## src/mips_pkg.sv

```systemverilog
//--------------------------------------------------------------------
// MIPS pipeline shared definitions
// Widths, opcode and function codes, ALU operations and the
// payload structs carried between the pipeline stages
//--------------------------------------------------------------------
`default_nettype none

package mips_pkg;

    // Datapath and register number widths
    localparam int xlen       = 32;
    localparam int reg_addr_w = 5;

    // Fetch address after reset
    localparam logic [xlen-1:0] reset_pc = '0;

    //----------------------------------------------------------------
    // Primary opcodes
    //----------------------------------------------------------------
    localparam logic [5:0] op_special = 6'h00;
    localparam logic [5:0] op_addiu   = 6'h09;
    localparam logic [5:0] op_lw      = 6'h23;
    localparam logic [5:0] op_sw      = 6'h2b;
    localparam logic [5:0] op_beq     = 6'h04;

    // SPECIAL function field
    localparam logic [5:0] fn_addu = 6'h21;
    localparam logic [5:0] fn_subu = 6'h23;
    localparam logic [5:0] fn_and  = 6'h24;
    localparam logic [5:0] fn_or   = 6'h25;
    localparam logic [5:0] fn_slt  = 6'h2a;

    typedef enum logic [2:0] {
        alu_add,
        alu_sub,
        alu_and,
        alu_or,
        alu_slt
    } alu_op_e;

    //----------------------------------------------------------------
    // Stage payloads, all zero means an empty slot
    //----------------------------------------------------------------
    typedef struct packed {
        logic [xlen-1:0] instr;
        logic [xlen-1:0] pc4;
    } if_id_t;

    typedef struct packed {
        logic                  valid;
        alu_op_e               alu_op;
        // Operand B from the immediate
        logic                  imm_sel;
        logic                  memread;
        logic                  memwrite;
        logic                  regwrite;
        logic [reg_addr_w-1:0] rs;
        logic [reg_addr_w-1:0] rt;
        logic [reg_addr_w-1:0] dst;
        logic [xlen-1:0]       rs_data;
        logic [xlen-1:0]       rt_data;
        logic [xlen-1:0]       imm;
    } id_ex_t;

    typedef struct packed {
        logic                  valid;
        logic                  memread;
        logic                  memwrite;
        logic                  regwrite;
        logic [reg_addr_w-1:0] dst;
        logic [xlen-1:0]       result;
        logic [xlen-1:0]       store_data;
    } ex_mem_t;

    typedef struct packed {
        logic                  regwrite;
        logic                  memread;
        logic [reg_addr_w-1:0] dst;
        logic [xlen-1:0]       result;
        logic [xlen-1:0]       load_data;
    } mem_wb_t;

endpackage

`default_nettype wire

```

## src/mips_core.sv

```systemverilog
//--------------------------------------------------------------------
// Five-stage MIPS integer core
// Fetch, decode, execute and memory with the four stage registers,
// writeback sits in decode
//--------------------------------------------------------------------
`timescale 1ns/1ps
`default_nettype none

module mips_core (
    input  logic                      clk,
    input  logic                      rst_n,
    input  logic                      i_cache_stall_n,
    input  logic                      d_cache_stall_n,
    // Instruction side
    output logic                      ireq,
    output logic [mips_pkg::xlen-1:0] iaddr,
    input  logic [mips_pkg::xlen-1:0] idata,
    // Data side
    output logic                      dreq,
    output logic                      dwrite,
    output logic [mips_pkg::xlen-1:0] daddr,
    output logic [mips_pkg::xlen-1:0] dwdata,
    input  logic [mips_pkg::xlen-1:0] drdata
);

    // Stage payloads, d side and q side
    mips_pkg::if_id_t  if_id_d;
    mips_pkg::if_id_t  if_id_q;
    mips_pkg::id_ex_t  id_ex_d;
    mips_pkg::id_ex_t  id_ex_q;
    mips_pkg::ex_mem_t ex_mem_d;
    mips_pkg::ex_mem_t ex_mem_q;
    mips_pkg::mem_wb_t mem_wb_d;
    mips_pkg::mem_wb_t mem_wb_q;

    // Pipeline control
    logic                      freeze;
    logic                      id_hold;
    logic                      bubble;
    logic                      branch_taken;
    logic [mips_pkg::xlen-1:0] branch_target;

    //----------------------------------------------------------------
    // IF
    //----------------------------------------------------------------
    mips_fetch u_fetch (
        .clk           (clk),
        .rst_n         (rst_n),
        .freeze        (freeze),
        .id_hold       (id_hold),
        .branch_taken  (branch_taken),
        .branch_target (branch_target),
        .idata         (idata),
        .iaddr         (iaddr),
        .ireq          (ireq),
        .if_id         (if_id_d)
    );

    mips_stage_reg #(.payload_t(mips_pkg::if_id_t)) u_if_id (
        .clk    (clk),
        .rst_n  (rst_n),
        .freeze (freeze),
        .hold   (id_hold),
        .bubble (1'b0),
        .d      (if_id_d),
        .q      (if_id_q)
    );

    //----------------------------------------------------------------
    // ID and WB
    //----------------------------------------------------------------
    mips_decode u_decode (
        .clk             (clk),
        .rst_n           (rst_n),
        .i_cache_stall_n (i_cache_stall_n),
        .d_cache_stall_n (d_cache_stall_n),
        .if_id           (if_id_q),
        .id_ex_q         (id_ex_q),
        .ex_mem_q        (ex_mem_q),
        .mem_wb_q        (mem_wb_q),
        .freeze          (freeze),
        .id_hold         (id_hold),
        .bubble          (bubble),
        .branch_taken    (branch_taken),
        .branch_target   (branch_target),
        .id_ex           (id_ex_d)
    );

    // Hazard bubbles land here
    mips_stage_reg #(.payload_t(mips_pkg::id_ex_t)) u_id_ex (
        .clk    (clk),
        .rst_n  (rst_n),
        .freeze (freeze),
        .hold   (1'b0),
        .bubble (bubble),
        .d      (id_ex_d),
        .q      (id_ex_q)
    );

    //----------------------------------------------------------------
    // EX
    //----------------------------------------------------------------
    mips_execute u_execute (
        .id_ex_q  (id_ex_q),
        .ex_mem_q (ex_mem_q),
        .mem_wb_q (mem_wb_q),
        .ex_mem   (ex_mem_d)
    );

    mips_stage_reg #(.payload_t(mips_pkg::ex_mem_t)) u_ex_mem (
        .clk    (clk),
        .rst_n  (rst_n),
        .freeze (freeze),
        .hold   (1'b0),
        .bubble (1'b0),
        .d      (ex_mem_d),
        .q      (ex_mem_q)
    );

    //----------------------------------------------------------------
    // MEM
    //----------------------------------------------------------------
    mips_memory u_memory (
        .ex_mem_q (ex_mem_q),
        .drdata   (drdata),
        .dreq     (dreq),
        .dwrite   (dwrite),
        .daddr    (daddr),
        .dwdata   (dwdata),
        .mem_wb   (mem_wb_d)
    );

    mips_stage_reg #(.payload_t(mips_pkg::mem_wb_t)) u_mem_wb (
        .clk    (clk),
        .rst_n  (rst_n),
        .freeze (freeze),
        .hold   (1'b0),
        .bubble (1'b0),
        .d      (mem_wb_d),
        .q      (mem_wb_q)
    );

endmodule

`default_nettype wire

```

## src/mips_decode.sv

```systemverilog
//--------------------------------------------------------------------
// Decode stage
// Instruction decode, register file with writeback, BEQ
// resolution, hazard detection and pipeline freeze
//--------------------------------------------------------------------
`timescale 1ns/1ps
`default_nettype none

module mips_decode (
    input  logic                      clk,
    input  logic                      rst_n,
    input  logic                      i_cache_stall_n,
    input  logic                      d_cache_stall_n,
    input  mips_pkg::if_id_t          if_id,
    input  mips_pkg::id_ex_t          id_ex_q,
    input  mips_pkg::ex_mem_t         ex_mem_q,
    input  mips_pkg::mem_wb_t         mem_wb_q,
    output logic                      freeze,
    output logic                      id_hold,
    output logic                      bubble,
    output logic                      branch_taken,
    output logic [mips_pkg::xlen-1:0] branch_target,
    output mips_pkg::id_ex_t          id_ex
);

    logic [mips_pkg::xlen-1:0]       rf [0:31];
    logic [5:0]                      opcode;
    logic [5:0]                      funct;
    logic [mips_pkg::reg_addr_w-1:0] rs;
    logic [mips_pkg::reg_addr_w-1:0] rt;
    logic [mips_pkg::reg_addr_w-1:0] rd;
    logic [mips_pkg::xlen-1:0]       imm_ext;
    logic [mips_pkg::xlen-1:0]       wb_data;
    logic [mips_pkg::xlen-1:0]       rs_val;
    logic [mips_pkg::xlen-1:0]       rt_val;
    logic                            wb_hit;
    logic                            wb_we;
    logic                            is_beq;
    logic                            uses_rt;
    logic                            load_use;
    logic                            ex_hit;
    logic                            mem_hit;
    logic                            branch_hz;

    // Instruction fields
    assign opcode  = if_id.instr[31:26];
    assign rs      = if_id.instr[25:21];
    assign rt      = if_id.instr[20:16];
    assign rd      = if_id.instr[15:11];
    assign funct   = if_id.instr[5:0];
    assign imm_ext = {{16{if_id.instr[15]}}, if_id.instr[15:0]};

    //----------------------------------------------------------------
    // Writeback and register file
    //----------------------------------------------------------------
    assign wb_data = mem_wb_q.memread ? mem_wb_q.load_data : mem_wb_q.result;
    assign wb_hit  = mem_wb_q.regwrite && (mem_wb_q.dst != '0);
    // No write while frozen or in reset
    assign wb_we   = wb_hit && rst_n && !freeze;

    always_ff @(posedge clk) begin
        if (wb_we) begin
            rf[mem_wb_q.dst] <= wb_data;
        end
    end

    // Write-first reads, r0 reads as zero
    assign rs_val = (rs == '0) ? '0 : (wb_hit && mem_wb_q.dst == rs) ? wb_data : rf[rs];
    assign rt_val = (rt == '0) ? '0 : (wb_hit && mem_wb_q.dst == rt) ? wb_data : rf[rt];

    //----------------------------------------------------------------
    // Control decode
    //----------------------------------------------------------------
    always_comb begin
        id_ex         = '0;
        id_ex.rs      = rs;
        id_ex.rt      = rt;
        id_ex.rs_data = rs_val;
        id_ex.rt_data = rt_val;
        id_ex.imm     = imm_ext;
        case (opcode)
            mips_pkg::op_special: begin
                id_ex.valid    = 1'b1;
                id_ex.regwrite = 1'b1;
                id_ex.dst      = rd;
                case (funct)
                    mips_pkg::fn_addu: id_ex.alu_op = mips_pkg::alu_add;
                    mips_pkg::fn_subu: id_ex.alu_op = mips_pkg::alu_sub;
                    mips_pkg::fn_and:  id_ex.alu_op = mips_pkg::alu_and;
                    mips_pkg::fn_or:   id_ex.alu_op = mips_pkg::alu_or;
                    mips_pkg::fn_slt:  id_ex.alu_op = mips_pkg::alu_slt;
                    default: begin
                        // Unknown function, drop as a nop
                        id_ex.valid    = 1'b0;
                        id_ex.regwrite = 1'b0;
                    end
                endcase
            end
            mips_pkg::op_addiu: begin
                id_ex.valid    = 1'b1;
                id_ex.regwrite = 1'b1;
                id_ex.imm_sel  = 1'b1;
                id_ex.dst      = rt;
            end
            mips_pkg::op_lw: begin
                id_ex.valid    = 1'b1;
                id_ex.regwrite = 1'b1;
                id_ex.memread  = 1'b1;
                id_ex.imm_sel  = 1'b1;
                id_ex.dst      = rt;
            end
            mips_pkg::op_sw: begin
                id_ex.valid    = 1'b1;
                id_ex.memwrite = 1'b1;
                id_ex.imm_sel  = 1'b1;
            end
            // BEQ is done here, it only rides along as a nop
            mips_pkg::op_beq: id_ex.valid = 1'b1;
            default: ;
        endcase
    end

    //----------------------------------------------------------------
    // Hazards and branch
    //----------------------------------------------------------------
    assign is_beq  = (opcode == mips_pkg::op_beq);
    assign uses_rt = (opcode == mips_pkg::op_special) || (opcode == mips_pkg::op_sw) || is_beq;

    // Load in EX feeding this instruction, one bubble
    assign load_use = id_ex_q.valid && id_ex_q.memread && (id_ex_q.dst != '0) &&
                      ((id_ex_q.dst == rs && id_ex.valid) || (id_ex_q.dst == rt && uses_rt));

    // BEQ compares here, so producers in EX or MEM must drain to WB
    assign ex_hit  = id_ex_q.valid && id_ex_q.regwrite && (id_ex_q.dst != '0) &&
                     (id_ex_q.dst == rs || id_ex_q.dst == rt);
    assign mem_hit = ex_mem_q.valid && ex_mem_q.regwrite && (ex_mem_q.dst != '0) &&
                     (ex_mem_q.dst == rs || ex_mem_q.dst == rt);
    assign branch_hz = is_beq && (ex_hit || mem_hit);

    assign id_hold = load_use || branch_hz;
    assign bubble  = load_use || branch_hz;
    assign freeze  = !i_cache_stall_n || !d_cache_stall_n;

    // Target relative to the delay slot address
    assign branch_taken  = is_beq && !branch_hz && (rs_val == rt_val);
    assign branch_target = if_id.pc4 + {imm_ext[mips_pkg::xlen-3:0], 2'b00};

endmodule

`default_nettype wire

```

## src/mips_execute.sv

```systemverilog
//--------------------------------------------------------------------
// Execute stage
// Operand forwarding from EX/MEM and MEM/WB, then the ALU
//--------------------------------------------------------------------
`timescale 1ns/1ps
`default_nettype none

module mips_execute (
    input  mips_pkg::id_ex_t  id_ex_q,
    input  mips_pkg::ex_mem_t ex_mem_q,
    input  mips_pkg::mem_wb_t mem_wb_q,
    output mips_pkg::ex_mem_t ex_mem
);

    logic [mips_pkg::xlen-1:0] rs_fwd;
    logic [mips_pkg::xlen-1:0] rt_fwd;
    logic [mips_pkg::xlen-1:0] op_b;
    logic [mips_pkg::xlen-1:0] result;

    // Younger producer in EX/MEM overrides MEM/WB
    function automatic logic [mips_pkg::xlen-1:0] fwd(
        input logic [mips_pkg::reg_addr_w-1:0] src,
        input logic [mips_pkg::xlen-1:0]       reg_val,
        input mips_pkg::ex_mem_t               em,
        input mips_pkg::mem_wb_t               mw
    );
        logic [mips_pkg::xlen-1:0] val;
        val = reg_val;
        if (mw.regwrite && mw.dst != '0 && mw.dst == src) begin
            val = mw.memread ? mw.load_data : mw.result;
        end
        // Only ALU results leave EX/MEM, loads wait for MEM/WB
        if (em.valid && em.regwrite && !em.memread && em.dst != '0 && em.dst == src) begin
            val = em.result;
        end
        return val;
    endfunction

    assign rs_fwd = fwd(id_ex_q.rs, id_ex_q.rs_data, ex_mem_q, mem_wb_q);
    assign rt_fwd = fwd(id_ex_q.rt, id_ex_q.rt_data, ex_mem_q, mem_wb_q);
    assign op_b   = id_ex_q.imm_sel ? id_ex_q.imm : rt_fwd;

    //----------------------------------------------------------------
    // ALU
    //----------------------------------------------------------------
    always_comb begin
        case (id_ex_q.alu_op)
            mips_pkg::alu_sub: result = rs_fwd - op_b;
            mips_pkg::alu_and: result = rs_fwd & op_b;
            mips_pkg::alu_or:  result = rs_fwd | op_b;
            // Signed compare
            mips_pkg::alu_slt: result = {{(mips_pkg::xlen-1){1'b0}},
                                         ($signed(rs_fwd) < $signed(op_b))};
            default:           result = rs_fwd + op_b;
        endcase
    end

    assign ex_mem.valid      = id_ex_q.valid;
    assign ex_mem.memread    = id_ex_q.memread;
    assign ex_mem.memwrite   = id_ex_q.memwrite;
    assign ex_mem.regwrite   = id_ex_q.regwrite;
    assign ex_mem.dst        = id_ex_q.dst;
    assign ex_mem.result     = result;
    assign ex_mem.store_data = rt_fwd;

endmodule

`default_nettype wire

```

## src/mips_fetch.sv

```systemverilog
//--------------------------------------------------------------------
// Fetch stage
// Program counter with branch redirect and the instruction request
//--------------------------------------------------------------------
`timescale 1ns/1ps
`default_nettype none

module mips_fetch (
    input  logic                      clk,
    input  logic                      rst_n,
    input  logic                      freeze,
    input  logic                      id_hold,
    input  logic                      branch_taken,
    input  logic [mips_pkg::xlen-1:0] branch_target,
    input  logic [mips_pkg::xlen-1:0] idata,
    output logic [mips_pkg::xlen-1:0] iaddr,
    output logic                      ireq,
    output mips_pkg::if_id_t          if_id
);

    logic [mips_pkg::xlen-1:0] pc;
    logic [mips_pkg::xlen-1:0] pc4;

    assign pc4 = pc + mips_pkg::xlen'(4);

    // PC only moves when the whole front end moves
    always_ff @(posedge clk) begin
        if (!rst_n) begin
            pc <= mips_pkg::reset_pc;
        end else if (!freeze && !id_hold) begin
            pc <= branch_taken ? branch_target : pc4;
        end
    end

    // Request is up in every cycle out of reset
    assign ireq        = rst_n;
    assign iaddr       = pc;
    assign if_id.instr = idata;
    assign if_id.pc4   = pc4;

endmodule

`default_nettype wire

```

## src/mips_memory.sv

```systemverilog
//--------------------------------------------------------------------
// Memory stage
// Word load and store request, load data into MEM/WB
//--------------------------------------------------------------------
`timescale 1ns/1ps
`default_nettype none

module mips_memory (
    input  mips_pkg::ex_mem_t         ex_mem_q,
    input  logic [mips_pkg::xlen-1:0] drdata,
    output logic                      dreq,
    output logic                      dwrite,
    output logic [mips_pkg::xlen-1:0] daddr,
    output logic [mips_pkg::xlen-1:0] dwdata,
    output mips_pkg::mem_wb_t         mem_wb
);

    // Request straight from EX/MEM, held there on a data stall
    assign dreq   = ex_mem_q.valid && (ex_mem_q.memread || ex_mem_q.memwrite);
    assign dwrite = ex_mem_q.valid && ex_mem_q.memwrite;
    assign daddr  = ex_mem_q.result;
    assign dwdata = ex_mem_q.store_data;

    assign mem_wb.regwrite  = ex_mem_q.valid && ex_mem_q.regwrite;
    assign mem_wb.memread   = ex_mem_q.memread;
    assign mem_wb.dst       = ex_mem_q.dst;
    assign mem_wb.result    = ex_mem_q.result;
    // Load data is captured as returned, no alignment
    assign mem_wb.load_data = drdata;

endmodule

`default_nettype wire

```

## src/mips_stage_reg.sv

```systemverilog
//--------------------------------------------------------------------
// Pipeline stage register
// Carries any stage payload, holds on freeze or hold and
// loads an empty payload on bubble
//--------------------------------------------------------------------
`timescale 1ns/1ps
`default_nettype none

module mips_stage_reg #(
    parameter type payload_t = logic
) (
    input  logic     clk,
    input  logic     rst_n,
    input  logic     freeze,
    input  logic     hold,
    input  logic     bubble,
    input  payload_t d,
    output payload_t q
);

    always_ff @(posedge clk) begin
        if (!rst_n) begin
            q <= '0;
        end else if (!freeze) begin
            // Freeze wins over bubble so nothing moves on a cache stall
            if (bubble) begin
                q <= '0;
            end else if (!hold) begin
                q <= d;
            end
        end
    end

endmodule

`default_nettype wire

```

## config.mk

```make
export PLATFORM = sky130hd
export DESIGN_NAME = mips_core
export DESIGN_NICKNAME = d
export VERILOG_FILES = /design/src/mips_pkg.sv /design/src/mips_core.sv /design/src/mips_decode.sv /design/src/mips_execute.sv /design/src/mips_fetch.sv /design/src/mips_memory.sv /design/src/mips_stage_reg.sv
export SDC_FILE = /design/constraint.sdc
export NUM_CORES = 2
export LEC_CHECK = 0
export BUFFER_PORTS_ARGS = -buffer_cell sky130_fd_sc_hd__buf_2
export CELL_PAD_IN_SITES_DETAIL_PLACEMENT = 1
export CELL_PAD_IN_SITES_GLOBAL_PLACEMENT = 1
export CORE_ASPECT_RATIO = 1.25
export CORE_MARGIN = 2
export CORE_UTILIZATION = 49
export CTS_BUF_LIST = sky130_fd_sc_hd__clkbuf_8
export CTS_CLUSTER_DIAMETER = 100
export DETAILED_ROUTE_END_ITERATION = 8
export PLACE_DENSITY_LB_ADDON = 0.1
export SYNTH_ARGS = -nofsm -noshare
export SYNTH_HDL_FRONTEND = slang
export SYNTH_SLANG_ARGS = --single-unit
```

## constraint.sdc

```tcl
create_clock -name clk -period 8.2 [get_ports clk]
set_input_delay 1.64 -clock clk [delete_from_list [all_inputs] [get_ports clk]]
set_output_delay 1.64 -clock clk [all_outputs]
set_load 0.01 [all_outputs]
```

Yosys cells after proc, flatten, opt, wreduce, memory -nomap -nowiden
Memories as Yosys holds them, arrays and structs flattened. A register that Yosys moved wholly into a read port is not among the register bits.
Index checks and enable logic that the tools add are counted.
- memories kept: 1
- flip-flop bits (word level): 359
- bits in writable memories: 1024
- word-level logic and storage cells: 143
- bits of input ports: 68
- output and inout bits: 99
- equal/unequal tests: 24
- magnitude comparators: 1
- add/subtract/negate cells: 4
- reduce and logical (&&, ||, !) cells: 54
- mux-type cells: 28
- bitwise operators: 4
- memories (memory ; depth ; bits a word ; read ports ; clocked after Yosys merged registers in ; wr ports ; line ; text):
    u_decode.rf ; 32 ; 32 ; 2 ; 2 ; 1 ; mips_decode.sv:26 ; logic [mips_pkg::xlen-1:0] rf [0:31];
- operators with widths (cell ; count):
    $mux 32 ; 11
    $pmux 32 s4 ; 1
    $mux 119 ; 1
    $add 32x32->32 ; 2
    $eq 5x5->1 ; 10
    $eq 6x6->1 const B ; 7
    $add 32x3->32 const B ; 1
    $and 32x32->32 ; 1
    $eq 32x32->1 ; 1
    $lt 32x32->1 ; 1
    $or 32x32->32 ; 1
    $sub 32x32->32 ; 1
    $logic_and 1x1->1 ; 28
    $mux 5 ; 4
    $reduce_bool 5->1 ; 3
    $pmux 3 s4 ; 1
    $logic_not 5->1 ; 2
    $pmux 5 s2 ; 1
    $logic_or 1x1->1 ; 9
    $eq 3x2->1 const B ; 2
    $eq 6x3->1 const B ; 1
    $eq 6x4->1 const B ; 1
    $logic_not 1->1 ; 6
    $logic_not 6->1 ; 1
    11 further kinds ; 18

Depth between registers and ports, before layout
- depth after elaboration: 12
- gate-level depth with buffers: 24

Modules after synthesis
From an unflattened synthesis, not the netlist that was laid out.
- cells, all modules: 5902
- area total of the unflattened synthesis: 75077.0 sq um
- by module, submodules not included (module ; instances ; area an instance (sq um) ; cells each):
    mips_decode ; 1 ; 51157.8 ; 2795
    mips_execute ; 1 ; 7423.4 ; 1166
    mips_stage_reg at u_id_ex ; 1 ; 4365.4 ; 531
    mips_stage_reg at u_mem_wb ; 1 ; 3071.7 ; 318
    mips_stage_reg at u_if_id ; 1 ; 2780.2 ; 286
    mips_stage_reg at u_ex_mem ; 1 ; 2720.1 ; 325
    mips_fetch ; 1 ; 2528.7 ; 343
    mips_memory ; 1 ; 1026.0 ; 137
    mips_core ; 1 ; 3.8 ; 1

Worst setup path before layout
No wires, ideal clock.
- path type: register -> register
- start: reg u_mem_wb.q[67] in the netlist's numbering
- end: reg u_ex_mem.q[60] in the netlist's numbering
- stages on the path, launching flop included: 25
- setup time: 0.058 ns
- slack: 2.788 ns
- buffers on the path: 2
- arrival: 5.353 ns
- cell sequence: dfxtp_1 clkbuf_1 xnor2_1 nand3_1 nor4_1 clkbuf_1 nor2_1 a21oi_1 mux2_2 mux2i_1 inv_1 ha_1 inv_1 fa_1 a21o_1 a21o_1 a21oi_1 o31a_1 a211oi_1 o31ai_1 a21oi_1 or2_2 a221o_1 a211oi_1 o221a_2
- word-level cells in the longest chain between the ends: 8
- elaborated cells between the ends (all ways): 16
- those cells by class: 2 x add/sub; 2 x eq/ne; 6 x mux; 2 x bitwise; 4 x reduce/logical
- ends and longest elaborated chain (item ; line ; text):
    from (decl) ; mips_stage_reg.sv:18 ; output payload_t q
    from (signal assigned) ; mips_stage_reg.sv:23 ; q <= '0;
    from (signal assigned) ; mips_stage_reg.sv:27 ; q <= '0;
    from (signal assigned) ; mips_stage_reg.sv:29 ; q <= d;
    $reduce_bool 5->1 ; mips_execute.sv:29 ; if (mw.regwrite && mw.dst != '0 && mw.dst == src) begin
    $logic_and 1x1->1 (2 in series) ; mips_execute.sv:29 ;
    $mux 32 ; mips_execute.sv:29 ;
    $mux 32 ; mips_execute.sv:33 ; if (em.valid && em.regwrite && !em.memread && em.dst != '0 && em.dst == src) begin
    $mux 32 ; mips_execute.sv:41 ; assign op_b = id_ex_q.imm_sel ? id_ex_q.imm : rt_fwd;
    $add 32x32->32, or another cell as far along ; mips_execute.sv:54 ; default: result = rs_fwd + op_b;
    $pmux 32 s4 (*) ; mips_execute.sv:47 ; case (id_ex_q.alu_op)
    to (signal assigned) ; mips_stage_reg.sv:23 ;
    to (signal assigned) ; mips_stage_reg.sv:27 ;
    to (signal assigned) ; mips_stage_reg.sv:29 ;
    to (decl) ; mips_stage_reg.sv:18 ;
Every way passes the cells marked *; elsewhere a longest branch is shown, timed or not.
A chain may end at the register's enable or synchronous reset.

Worst setup path in the final report
- start: reg u_mem_wb.q[68] in the netlist's numbering
- end: reg u_ex_mem.q[60] in the netlist's numbering
Same word-level chain as after synthesis.

==> results.txt <==
----------------------------------------------------
[Synthesis]
  Synth cell count leaders ... edfxtp_1 (1024), mux4_2 (496), nor2_1 (451), a21oi_1 (379), dfxtp_1 (353)
  Total standard cell area after synthesis ... between 70000 and 80000 um^2
  Area share of the largest cell type after synthesis ... between 40 and 50%
  Flip-flop and latch count after synthesis ... between 1000 and 1500
  Post-synthesis share of cell area spent on and, or, nand and nor gates ... 7.302%
  Biggest area contributors in the synthesized netlist ... edfxtp_1 (44%), mux4_2 (16%), dfxtp_1 (10%), mux2i_1 (2.8%), a21oi_1 (2.7%)
  Top_reg_cell synth ... edfxtp_1
  Post-synthesis mux area share ... 19.83%
  Count of distinct cell types in the synthesized netlist ... roughly 90
  Synthesized area per cell ... roughly 13 um^2
  Async S/R FF share, synth ... 0%
  Sequential-to-total area share from yosys stat ... approximately 54%
  Most frequently used cell type in the post-synthesis netlist ... edfxtp_1
  Total of warnings raised by yosys ... 0
  Synth Area in Compound Gates ... a little over a tenth
  Largest family of logic cells by synthesized area ... multiplexers
  Synthesized netlist cell count ... ~5400
  Post-synthesis adder-cell area fraction ... 2.320%
  Post-synth EDFFs ... just over 1000
  Synth Area in XOR/XNOR ... 1.639%
  Cell type with the largest total area after synthesis ... edfxtp_1

[Drt]
  Post-detailed-route via-to-cell ratio ... about 6.6
  Iteration count of the initial detailed-routing pass ... 6
  DR DRC count ... 0
  Total wire length ... roughly 250000 um
  Vias post-DR ... 49910
  WL per Instance ... 32.70 um
  DRT iter0 DRCs ... ~5300
  Post-route antenna net violation count ... 0

[Critical path]
  Highest fanout seen on the critical path ... 64
  Crit path capture type ... flip-flop
  Arrival time worst endpoint ... ~7300 ps
  WP buf/inv ... 3
  Slowest cell delay on critical path ... 600 ps
  Cell type with the highest occurrence count on the critical path ... a21oi_1
  Kind of critical path ... reg2reg
  Type of origin of the critical path ... flip-flop
  Worst-path cell with the longest stage delay ... dfxtp_1
  Family of cells with the greatest summed delay on the critical path ... compound AO/OA/AOI/OAI gates
  Critical-path cell list ... or3_1 -> o21ai_0 -> nor4_2 -> buf_4 -> nor2_1 -> a21oi_1 -> mux2_2 -> mux2i_1 -> inv_1 -> ha_1 -> inv_1 -> fa_1 -> a21o_1 -> a21o_1 -> a21oi_1 -> o31a_1 -> a211oi_1 -> o31ai_1 -> a21oi_1 -> or2_2 -> a221o_1 -> a211oi_1 -> o221a_2
  Crit path required time ... 9100 ps

[Layout]
  FILL cells ... around 14000
  Multi-input combinational cell area ... around 30000 um^2
  Layout-stage area growth over the synthesis result ... 9.305%
  Share of layout cells above drive strength 1 ... around 22%
  Number of nets in the finished design ... 5630
  Area taken by flip-flops and latches ... between 30000 and 40000 um^2

[Power and ir drop]
  Peak supply drop ... about 0.18 mV
  Power per cell area ... just under 200 nW/um^2
  Leakage ... 25.30 nW
  Final Power ... 14.90 mW

[STA]
  Final Hold Viols ... 0
  Worst Tran Pin Value ... ~1400 ps
  Count of final max-slew check failures ... 0
  RSZ-0062 raised after global routing ... no
  Setup violations, final ... 0
  Slew Limit Headroom ... around 8.8%
  Final worst slack ... approximately 1800 ps
  Layout Skew ... ~50 ps
  Final critical-path required period ... approximately 6400 ps
  Highest achievable clock rate ... 156.9 MHz
  Period utilization ... 77.71%
  Aggregate negative setup slack ... 0 ps

[Place]
  Port bufs ... roughly 170
  Detailed placement HPWL ... 153800 um
  Worst Setup Slack post-DPL ... a little under 2000 ps
  GPL Wtd Cong ... between 0.8 and 0.9

[Clock tree]
  Num Clock Sinks ... 1377
  H-tree lvl count ... 4
  Post-cts repair resize count ... 0
  Insertion delay to the later sink of the worst-skew pair ... a little under 1000 ps
  CTS tree ... built
  Clock transition at the registers of the reported paths ... 70 ps
  Clock root buffer master ... clkbuf_8
  Number of buffers added for setup after CTS ... 0
  TritonCTS buffer count ... roughly 220
  Hold-fix buffer count after cts ... 0
  Max Buffers Root-to-Sink ... 3

[GRT]
  All-layer global routing usage ... about a third
  Pin count of the biggest net entering global routing ... 140
  Vias in the first global route ... approximately 50000
  Global route total overflow ... 0
  Antenna violations before repair ... 8
  Wire length of the first global-routing pass ... between 300000 and 400000 um

[Outcome]
  Outcome ... finished clean

[Floorplan]
  Die width ... ~340 um
  Standard-cell row count ... approximately 160
  Effective utilization at floorplan ... between 40 and 50%
  Die height ... 428.2 um
  Core footprint ... around 140000 um^2
  DIE AREA ... roughly 150000 um^2
  IO Count ... 167

[Min path]
  Type of the tightest min-delay check ... reg2reg

[Run]
  Max_cap viols ... 0

----------------------------------------------------
state kept, by name, summed over array words and instances (netlist names), named ones only:
signal,flops
u_fetch.iaddr,32
u_if_id.q,64
u_ex_mem.q,73
u_decode.rf,1024
u_id_ex.q,103
u_mem_wb.q,71
metrics by stage:
stage	std cells	instance area (um^2)	hold WS [ps]	util, %
after floorplan	5389	70660	432.2	-
after global placement	7098	72900	441.3	51.01
after detailed placement	7098	72900	446.3	51.01
after CTS	7504	77090	455.3	53.93
after global routing	7505	77090	469.2	53.94
final	7511	77110	455.3	53.95
routing by layer:
metal,vias up,GRT usage [%],part of all wire [%]
met5,-,0,0
met4,0,16.54,5.7
met3,695,6.184,7.9
met2,2407,53.89,48
met1,25830,42.87,38
li1,20978,-,-
cells by family (layout without fill, tap and decap cells):
group,after synthesis,in the layout
fa+ha+maj,129,129
mux,768,768
other cells,1,39
flops,1377,1377
compound gates,1163,1163
buf+inv,631,862
xor+xnor,132,132
simple gates,1157,1157
worst paths after layout:
path	startpoint	cells after the start	end	slack (ps)
worst max-delay path	u_mem_wb.q[68]$_SDFFE_PN0N_	23	u_ex_mem.q[60]$_SDFFE_PN0N_	1830
worst max register to register	u_mem_wb.q[68]$_SDFFE_PN0N_	23	u_ex_mem.q[60]$_SDFFE_PN0N_	1830
worst min-delay path	u_mem_wb.q[57]$_SDFFE_PN0N_	2	u_mem_wb.q[57]$_SDFFE_PN0N_	460
worst min register to register	u_mem_wb.q[57]$_SDFFE_PN0N_	2	u_mem_wb.q[57]$_SDFFE_PN0N_	460
worst min-delay path, cell delays in order (launching register included):
cell	delay, ps
dfxtp_1	310
nand2_1	50
a21oi_1	50
power by group:
part           total (mW)  switching (mW)  leakage [nW]  internal [mW]
registers            7.61           0.110          11.3           7.50
logic                1.52           0.964          11.6          0.560
clock network        5.77            2.90          2.40           2.87
total                14.9            3.97          25.3           10.9
final cells by class:
cell class / instances / share of cell area, %
diodes: 7 / 0.02272
inverters: 154 / 0.7594
flip-flops and latches: 1377 / 49.07
multi-input cells: 3381 / 39.03
clock inverters: 171 / 1.235
clock buffers: 235 / 4.195
well taps: 1884 / 3.057
repair buffers: 302 / 2.632
placed cells by master (no fill, tap or decap), types with 23 or more instances in the layout:
master,count
edfxtp_1,1024
mux4_2,496
nor2_1,414
a21oi_1,379
nand2_1,345
dfxtp_1,345
clkbuf_8,235
inv_1,214
mux2i_1,198
o21ai_0,171
buf_2,165
a22oi_1,152
ha_1,126
buf_4,123
nor3_1,100
xnor2_1,78
mux2_2,72
a221oi_1,71
a211oi_1,69
xor2_1,52
nand3_1,51
clkinv_1,46
clkinv_2,42
nor2_4,32
a22o_1,32
conb_1,32
o211ai_1,29
nand2b_1,27
a21o_1,26
nor2b_1,24
nand4_1,24
o21a_1,23
Power figures use the tool's default switching activity.
